$ cat config.mk
export PLATFORM = sky130hd
export DESIGN_NAME = wb_top
export DESIGN_NICKNAME = d
export VERILOG_FILES = /design/src/hw/wb_cfg_pkg.sv /design/src/hw/wb_types_pkg.sv /design/src/hw/load_align.sv /design/src/hw/result_queue.sv /design/src/hw/cdb_arbiter.sv /design/src/hw/complete_stage.sv /design/src/hw/wb_top.sv
export SDC_FILE = /design/constraint.sdc
export NUM_CORES = 2
export LEC_CHECK = 0
export BUFFER_PORTS_ARGS = -buffer_cell sky130_fd_sc_hd__buf_2
export CORE_ASPECT_RATIO = 1.25
export CORE_MARGIN = 5
export CORE_UTILIZATION = 58
export DETAILED_ROUTE_END_ITERATION = 16
export MAX_ROUTING_LAYER = met4
export PLACE_DENSITY = 0.8
export SLEW_MARGIN = 20
export SYNTH_ARGS = -nofsm -noshare
export SYNTH_HDL_FRONTEND = slang
export SYNTH_HIERARCHICAL = 1
export SYNTH_SLANG_ARGS = --single-unit
$ cat constraint.sdc
create_clock -name clock -period 24.8 [get_ports clock]
set_input_delay 1.24 -clock clock [delete_from_list [all_inputs] [get_ports clock]]
set_output_delay 1.24 -clock clock [all_outputs]
set_load 0.02 [all_outputs]
$ cat src/hw/wb_cfg_pkg.sv
package wb_cfg_pkg;

    // datapath width
    localparam int XLEN = 64;

    // physical register file, tag 0 is never written
    localparam int PHYS_REGS = 128;

    // reorder buffer entries
    localparam int ROB_DEPTH = 64;

    // completion bus slots per cycle
    localparam int WB_SLOTS = 2;

    // functional-unit producers
    localparam int NUM_FU = 4;

    // fu producers plus the load port, which sits at index NUM_FU
    localparam int NUM_PROD = NUM_FU + 1;

    // per-producer queue depth = credits handed out after reset
    localparam int RQ_DEPTH = 4;

endpackage

$ cat src/hw/wb_types_pkg.sv
package wb_types_pkg;

    typedef logic [wb_cfg_pkg::XLEN-1:0]               data_t;
    typedef logic [$clog2(wb_cfg_pkg::PHYS_REGS)-1:0]  prf_tag_t;  // 7 bits
    typedef logic [$clog2(wb_cfg_pkg::ROB_DEPTH)-1:0]  rob_idx_t;  // 6 bits
    typedef logic [2:0]                                funct3_t;
    typedef logic [$clog2(wb_cfg_pkg::NUM_PROD)-1:0]   prod_sel_t; // 3 bits

    // encoding matches funct3[1:0] of the load opcodes
    typedef enum logic [1:0] {
        BYTE   = 2'd0,
        HALF   = 2'd1,
        WORD   = 2'd2,
        DOUBLE = 2'd3
    } mem_size_e;

    typedef struct packed {
        logic      valid;
        rob_idx_t  rob_idx;
        prf_tag_t  dest_prf;
        data_t     value;
        data_t     link_value; // pc + 4 for jal/jalr
        logic      is_jtype;
        logic      exception;
        logic      mispred;
    } fu_result_t;

    typedef struct packed {
        logic      valid;
        rob_idx_t  rob_idx;
        prf_tag_t  dest_prf;
        data_t     data;       // raw, unextended
        mem_size_e size;
        funct3_t   funct3;
    } load_result_t;

    typedef struct packed {
        logic     en;
        prf_tag_t addr;
        data_t    data;
    } prf_wr_t;

    typedef struct packed {
        logic     valid;
        rob_idx_t rob_idx;
        data_t    value;
        logic     exception;
        logic     mispred;
    } rob_wb_t;

    typedef struct packed {
        logic     valid;
        prf_tag_t phys_tag;
        data_t    value;
    } cdb_entry_t;

endpackage

$ cat src/hw/load_align.sv
`timescale 1ns/1ns

module load_align (
    input  wb_types_pkg::load_result_t load_i,
    output wb_types_pkg::fu_result_t   result_o
);

    logic is_unsigned;

    assign is_unsigned = load_i.funct3[2]; // lbu / lhu / lwu

    always_comb begin
        result_o          = '0; // no jump, exception or mispredict from the lsq
        result_o.valid    = load_i.valid;
        result_o.rob_idx  = load_i.rob_idx;
        result_o.dest_prf = load_i.dest_prf;
        unique case (load_i.size)
            wb_types_pkg::BYTE: begin
                result_o.value = is_unsigned ?
                    {{(wb_cfg_pkg::XLEN-8){1'b0}}, load_i.data[7:0]} :
                    {{(wb_cfg_pkg::XLEN-8){load_i.data[7]}}, load_i.data[7:0]};
            end
            wb_types_pkg::HALF: begin
                result_o.value = is_unsigned ?
                    {{(wb_cfg_pkg::XLEN-16){1'b0}}, load_i.data[15:0]} :
                    {{(wb_cfg_pkg::XLEN-16){load_i.data[15]}}, load_i.data[15:0]};
            end
            wb_types_pkg::WORD: begin
                result_o.value = is_unsigned ?
                    {{(wb_cfg_pkg::XLEN-32){1'b0}}, load_i.data[31:0]} :
                    {{(wb_cfg_pkg::XLEN-32){load_i.data[31]}}, load_i.data[31:0]};
            end
            wb_types_pkg::DOUBLE: begin
                result_o.value = load_i.data;
            end
        endcase
    end

    // lsq must hand over a size that agrees with the decoded funct3
    always_comb begin
        if (load_i.valid) begin
            assert (load_i.funct3[1:0] == load_i.size && load_i.funct3 != 3'b111)
            else $error("load_align: funct3 %b inconsistent with size %0d",
                        load_i.funct3, load_i.size);
        end
    end

endmodule

$ cat src/hw/result_queue.sv
`timescale 1ns/1ns

module result_queue (
    input  logic                     clock,
    input  logic                     reset_i,
    input  wb_types_pkg::fu_result_t push_i,
    input  logic                     pop_i,
    output wb_types_pkg::fu_result_t head_o,
    output logic                     not_empty_o,
    output logic                     credit_o
);

    typedef logic [$clog2(wb_cfg_pkg::RQ_DEPTH)-1:0]   ptr_t;
    typedef logic [$clog2(wb_cfg_pkg::RQ_DEPTH+1)-1:0] cnt_t;

    wb_types_pkg::fu_result_t mem [wb_cfg_pkg::RQ_DEPTH];

    ptr_t wr_ptr;
    ptr_t rd_ptr;
    cnt_t count;

    function automatic ptr_t ptr_inc(input ptr_t p);
        return (p == ptr_t'(wb_cfg_pkg::RQ_DEPTH - 1)) ? '0 : p + 1'b1;
    endfunction

    // payload storage
    always_ff @(posedge clock) begin
        if (push_i.valid) begin
            mem[wr_ptr] <= push_i;
        end
    end

    always_ff @(posedge clock) begin
        if (reset_i) begin
            wr_ptr   <= '0;
            rd_ptr   <= '0;
            count    <= '0;
            credit_o <= 1'b0;
        end else begin
            if (push_i.valid) begin
                wr_ptr <= ptr_inc(wr_ptr);
            end
            if (pop_i) begin
                rd_ptr <= ptr_inc(rd_ptr);
            end
            case ({push_i.valid, pop_i})
                2'b10:   count <= count + 1'b1;
                2'b01:   count <= count - 1'b1;
                default: count <= count;   // idle, or push and pop together
            endcase
            credit_o <= pop_i; // one credit back per drained entry
        end
    end

    assign not_empty_o = (count != '0);

    always_comb begin
        head_o       = mem[rd_ptr];
        head_o.valid = not_empty_o;
    end

    // credits are only returned a cycle after the pop, so a full queue means
    // the producer has none left
    a_no_push_full: assert property (@(posedge clock) disable iff (reset_i)
        push_i.valid |-> (count != cnt_t'(wb_cfg_pkg::RQ_DEPTH)))
        else $error("result_queue: push while full");

    // arbiter must only grant non-empty queues
    a_no_pop_empty: assert property (@(posedge clock) disable iff (reset_i)
        pop_i |-> not_empty_o)
        else $error("result_queue: pop while empty");

endmodule

$ cat src/hw/cdb_arbiter.sv
`timescale 1ns/1ns

module cdb_arbiter (
    input  logic                                             clock,
    input  logic                                             reset_i,
    input  logic [wb_cfg_pkg::NUM_PROD-1:0]                  req_i,
    output logic [wb_cfg_pkg::NUM_PROD-1:0]                  grant_o,
    output logic [wb_cfg_pkg::WB_SLOTS-1:0]                  slot_valid_o,
    output wb_types_pkg::prod_sel_t [wb_cfg_pkg::WB_SLOTS-1:0] slot_sel_o
);

    wb_types_pkg::prod_sel_t ptr_q;  // highest priority producer
    wb_types_pkg::prod_sel_t ptr_d;

    // scan from ptr_q and hand out slots in order
    always_comb begin
        int idx;
        int n;
        int last;
        grant_o      = '0;
        slot_valid_o = '0;
        slot_sel_o   = '0;
        n            = 0;
        last         = int'(ptr_q);
        for (int k = 0; k < wb_cfg_pkg::NUM_PROD; k++) begin
            idx = (int'(ptr_q) + k) % wb_cfg_pkg::NUM_PROD;
            if (req_i[idx] && n < wb_cfg_pkg::WB_SLOTS) begin
                grant_o[idx]     = 1'b1;
                slot_valid_o[n]  = 1'b1;
                slot_sel_o[n]    = wb_types_pkg::prod_sel_t'(idx);
                last             = idx;
                n++;
            end
        end
        ptr_d = wb_types_pkg::prod_sel_t'((last + 1) % wb_cfg_pkg::NUM_PROD);
    end

    always_ff @(posedge clock) begin
        if (reset_i) begin
            ptr_q <= '0;
        end else if (|grant_o) begin
            ptr_q <= ptr_d; // one past the last winner
        end
    end

    a_grant_has_req: assert property (@(posedge clock) disable iff (reset_i)
        (grant_o & ~req_i) == '0)
        else $error("cdb_arbiter: grant without request %b / %b", grant_o, req_i);

    for (genvar a = 0; a < wb_cfg_pkg::WB_SLOTS; a++) begin : g_uniq_a
        for (genvar b = a + 1; b < wb_cfg_pkg::WB_SLOTS; b++) begin : g_uniq_b
            a_slot_unique: assert property (@(posedge clock) disable iff (reset_i)
                (slot_valid_o[a] && slot_valid_o[b]) |-> (slot_sel_o[a] != slot_sel_o[b]))
                else $error("cdb_arbiter: producer %0d granted on two slots", slot_sel_o[a]);
        end
    end

endmodule

$ cat src/hw/complete_stage.sv
`timescale 1ns/1ns

module complete_stage (
    input  logic                                                clock,
    input  logic                                                reset_i,
    input  wb_types_pkg::fu_result_t  [wb_cfg_pkg::NUM_PROD-1:0] heads_i,
    input  logic [wb_cfg_pkg::WB_SLOTS-1:0]                     slot_valid_i,
    input  wb_types_pkg::prod_sel_t   [wb_cfg_pkg::WB_SLOTS-1:0] slot_sel_i,
    output wb_types_pkg::prf_wr_t     [wb_cfg_pkg::WB_SLOTS-1:0] prf_wr_o,
    output wb_types_pkg::rob_wb_t     [wb_cfg_pkg::WB_SLOTS-1:0] rob_wb_o,
    output wb_types_pkg::cdb_entry_t  [wb_cfg_pkg::WB_SLOTS-1:0] cdb_o
);

    wb_types_pkg::prf_wr_t    [wb_cfg_pkg::WB_SLOTS-1:0] prf_wr_d;
    wb_types_pkg::rob_wb_t    [wb_cfg_pkg::WB_SLOTS-1:0] rob_wb_d;
    wb_types_pkg::cdb_entry_t [wb_cfg_pkg::WB_SLOTS-1:0] cdb_d;

    always_comb begin
        wb_types_pkg::fu_result_t res;
        wb_types_pkg::data_t      wb_val;
        logic                     wr_ok;
        prf_wr_d = '0;
        rob_wb_d = '0;
        cdb_d    = '0;
        for (int s = 0; s < wb_cfg_pkg::WB_SLOTS; s++) begin
            res    = heads_i[slot_sel_i[s]];
            wb_val = res.is_jtype ? res.link_value : res.value; // jal/jalr write pc+4
            // excepting results and x0 renames never reach the prf or the bus
            wr_ok  = slot_valid_i[s] && !res.exception && (res.dest_prf != '0);

            if (slot_valid_i[s]) begin
                rob_wb_d[s].valid     = 1'b1;
                rob_wb_d[s].rob_idx   = res.rob_idx;
                rob_wb_d[s].value     = wb_val;
                rob_wb_d[s].exception = res.exception;
                rob_wb_d[s].mispred   = res.mispred;
            end

            if (wr_ok) begin
                prf_wr_d[s].en       = 1'b1;
                prf_wr_d[s].addr     = res.dest_prf;
                prf_wr_d[s].data     = wb_val;
                cdb_d[s].valid       = 1'b1;
                cdb_d[s].phys_tag    = res.dest_prf;
                cdb_d[s].value       = wb_val;
            end
        end
    end

    always_ff @(posedge clock) begin
        if (reset_i) begin
            prf_wr_o <= '0;
            rob_wb_o <= '0;
            cdb_o    <= '0;
        end else begin
            prf_wr_o <= prf_wr_d;
            rob_wb_o <= rob_wb_d;
            cdb_o    <= cdb_d;
        end
    end

    // rename hands out each physical tag once, so same-cycle writes never collide
    for (genvar a = 0; a < wb_cfg_pkg::WB_SLOTS; a++) begin : g_tag_a
        for (genvar b = a + 1; b < wb_cfg_pkg::WB_SLOTS; b++) begin : g_tag_b
            a_prf_tag_unique: assert property (@(posedge clock) disable iff (reset_i)
                (prf_wr_o[a].en && prf_wr_o[b].en) |-> (prf_wr_o[a].addr != prf_wr_o[b].addr))
                else $error("complete_stage: two prf writes to tag %0d", prf_wr_o[a].addr);
        end
    end

endmodule

$ cat src/hw/wb_top.sv
`timescale 1ns/1ns

module wb_top (
    input  logic                                               clock,
    input  logic                                               reset_i,
    input  wb_types_pkg::fu_result_t [wb_cfg_pkg::NUM_FU-1:0]   fu_res_i,
    input  wb_types_pkg::load_result_t                         load_i,
    output logic [wb_cfg_pkg::NUM_PROD-1:0]                    credit_o,
    output wb_types_pkg::prf_wr_t    [wb_cfg_pkg::WB_SLOTS-1:0] prf_wr_o,
    output wb_types_pkg::rob_wb_t    [wb_cfg_pkg::WB_SLOTS-1:0] rob_wb_o,
    output wb_types_pkg::cdb_entry_t [wb_cfg_pkg::WB_SLOTS-1:0] cdb_o
);

    wb_types_pkg::fu_result_t                            load_res; // extended load
    wb_types_pkg::fu_result_t [wb_cfg_pkg::NUM_PROD-1:0] heads;
    logic [wb_cfg_pkg::NUM_PROD-1:0]                     not_empty;
    logic [wb_cfg_pkg::NUM_PROD-1:0]                     grant;
    logic [wb_cfg_pkg::WB_SLOTS-1:0]                     slot_valid;
    wb_types_pkg::prod_sel_t  [wb_cfg_pkg::WB_SLOTS-1:0] slot_sel;

    load_align u_load_align (
        .load_i   (load_i),
        .result_o (load_res)
    );

    for (genvar i = 0; i < wb_cfg_pkg::NUM_FU; i++) begin : g_fu_q
        result_queue u_fu_q (
            .clock       (clock),
            .reset_i     (reset_i),
            .push_i      (fu_res_i[i]),
            .pop_i       (grant[i]),
            .head_o      (heads[i]),
            .not_empty_o (not_empty[i]),
            .credit_o    (credit_o[i])
        );
    end

    // load port takes the last producer index
    result_queue u_ld_q (
        .clock       (clock),
        .reset_i     (reset_i),
        .push_i      (load_res),
        .pop_i       (grant[wb_cfg_pkg::NUM_FU]),
        .head_o      (heads[wb_cfg_pkg::NUM_FU]),
        .not_empty_o (not_empty[wb_cfg_pkg::NUM_FU]),
        .credit_o    (credit_o[wb_cfg_pkg::NUM_FU])
    );

    cdb_arbiter u_arb (
        .clock        (clock),
        .reset_i      (reset_i),
        .req_i        (not_empty),
        .grant_o      (grant),
        .slot_valid_o (slot_valid),
        .slot_sel_o   (slot_sel)
    );

    complete_stage u_complete (
        .clock        (clock),
        .reset_i      (reset_i),
        .heads_i      (heads),
        .slot_valid_i (slot_valid),
        .slot_sel_i   (slot_sel),
        .prf_wr_o     (prf_wr_o),
        .rob_wb_o     (rob_wb_o),
        .cdb_o        (cdb_o)
    );

endmodule

==> impl_metrics.toml <==
[global_routing]
grt_pass1_wl_um = 590000
first_global_vias = 78360
grt_overflow_total = 0
grt_max_degree = 89
grt_antenna_before_repair = 200
grt_use_total_pct = 36.11

[clock_tree]
clockBufferDepth = 4
cts_root_buffer = "clkbuf_16"
cts_hold_buf = 0
cts_tree = "done"
insertion_delay_ns = 0.91
cts.clk_slew.worst_paths_ns = 0.07
postCtsResizedCells = 0
clock_sinks = 3223
post-cts-setup-buffers = 0
numCtsBuffers = 306
ctsHtreeMaxLevel = 5

[drt]
drc_errors = 0
routed_wl_um = 428600
dr.pass1.iters = 9
wl_per_cell_um = 37.61
final_antenna_net_count = 0
post_drt_via_cell_ratio = 6.910
drtIter0Drc = 12990
vias = 78740

[floorplanning]
die-area_sq_um = 239800
die_w_um = 439.0
dieHeight_um = 546.3
core_sq_um = 228600
io_pins = 1104
start_util_pct = 58.38
fp-row-count = 196

[place]
dp_hpwl_um = 275800
numPortBuffers = 1101
place_congestion = 0.9536
dp_cells = 10610
placed_cell_area_sq_um = 140500

[flow_run]
cap_violations = 0

[timing]
maxSlewHeadroom_pct = 15.37
hold_ws_ns = 0.5120
hold_violations = 0
finalSetupViolations = 0
slew_violations = 0
fmaxAchievable_mhz = 59.94
period_needed_ns = 16.68
rsz0062_at_grt = "no"
tightest_slew_ns = 1.269
fin_tns_setup_ns = 0
skew_ns = 0.06441
finalCritPeriodShare_pct = 67.27

[layout]
n_fill_cell = 14620
area_growth_pct = 13.12
post_route_cells_drive_above_1_share_pct = 35.95
seqCellArea_sq_um = 93390
nNetsFinal = 8583
stdcell_count = 11400
fin_area_sq_um = 150900
multi_input_area_sq_um = 36310

[logic_synthesis]
ys.warnings.count = 6
syn_avg_cell_area_sq_um = 19.44
synth_cells = 6865
synth_area_sq_um = 133400

[hold_path]
min_path_type = "reg -> reg"

[worst_setup_path]
critPathKind = "reg -> reg"
crit_required_ns = 25.52
critPathSlowestCell = "o21ai_1"
cp_common_cell = "ha_1"
cp-end-kind = "flip-flop"
worstSetupStartpointType = "flip-flop"
worst-path-max-fanout = 37
arrival_ns = 17.41
critPathMaxStageDelay_ns = 0.71

[run_status]
status = "finished clean"
stage by stage:
step	utilization [%]	worst slack [ns]
3_3_place_gp	61.49	8.091
4_1_cts	65.76	8.229
5_1_grt	66.00	6.938
3_5_place_dp	61.49	8.281
6_report	66.04	8.117
2_1_floorplan	-	11.10
worst paths after layout:
path | start | end | slack, ns | depth (start not counted)
max | u_arb/ptr_q[0]$_SDFFE_PP0P_ | u_arb/ptr_q[1]$_SDFFE_PP0P_ | 8.12 | 58
min | g_fu_q[2].u_fu_q/count[2]$_SDFFE_PP0P_ | g_fu_q[2].u_fu_q/count[2]$_SDFFE_PP0P_ | 0.51 | 2
max reg2reg | u_arb/ptr_q[0]$_SDFFE_PP0P_ | u_arb/ptr_q[1]$_SDFFE_PP0P_ | 8.12 | 58
min reg2reg | g_fu_q[2].u_fu_q/count[2]$_SDFFE_PP0P_ | g_fu_q[2].u_fu_q/count[2]$_SDFFE_PP0P_ | 0.51 | 2
final cells by class:
cell class	count	area share (%)
multi-input cells	2989	24.06
clock buffers	400	5.635
well taps	3069	2.544
diodes	235	0.3896
repair buffers	1254	4.476
clock inverters	152	0.8405
flip-flops and latches	3223	61.87
inverters	73	0.1849
critical path, delay by kind of cell, from the launching register on:
kind                     cells  cell delay (ns)
multiplexers                 4             1.64
adder cells (fa/ha/maj)      9             3.07
XOR/XNOR                     4             1.23
AND/OR/NAND/NOR             19             4.71
AO/OA/AOI/OAI               19             4.75
buffers and inverters        3             0.77
flip-flops                   1             0.31
registers in the layout, indices dropped and copies added, names as in the netlist, 3 cells and up, named ones only:
register                count
g_fu_q.u_fu_q/mem        2304
u_ld_q/mem                576
u_complete/rob_wb_o       146
u_complete/cdb_o          144
g_fu_q.u_fu_q/count        12
g_fu_q.u_fu_q/rd_ptr        8
g_fu_q.u_fu_q/wr_ptr        8
g_fu_q.u_fu_q/credit_o      4
u_arb/ptr_q                 3
u_ld_q/count                3
layout by cell type (no fill, tap or decap), types with 41 or more instances in the layout:
cell,count
edfxtp_1,2880
buf_2,1100
mux4_2,1001
nor2_1,370
dfxtp_1,332
clkbuf_16,318
diode_2,235
mux2i_1,169
a22oi_1,156
buf_4,147
nand2_1,123
nor3_1,103
a21oi_1,79
mux2_2,75
nand3_1,73
o21ai_0,71
inv_1,67
o22a_1,67
conb_1,67
ha_1,66
clkinv_2,60
clkbuf_1,58
o211ai_1,50
clkinv_1,41
routing by layer:
metal | track usage [%] | part of all wire, % | up-vias
met5 | - | 0 | -
met1 | 42.83 | 31 | 40010
met3 | 11.17 | 14 | 1339
met4 | 20.83 | 6.7 | 0
li1 | - | - | 30300
met2 | 55.15 | 48 | 7096
Power is not shown: default switching activity piles up to over one toggle a cycle in this logic, so the estimate is an artifact.
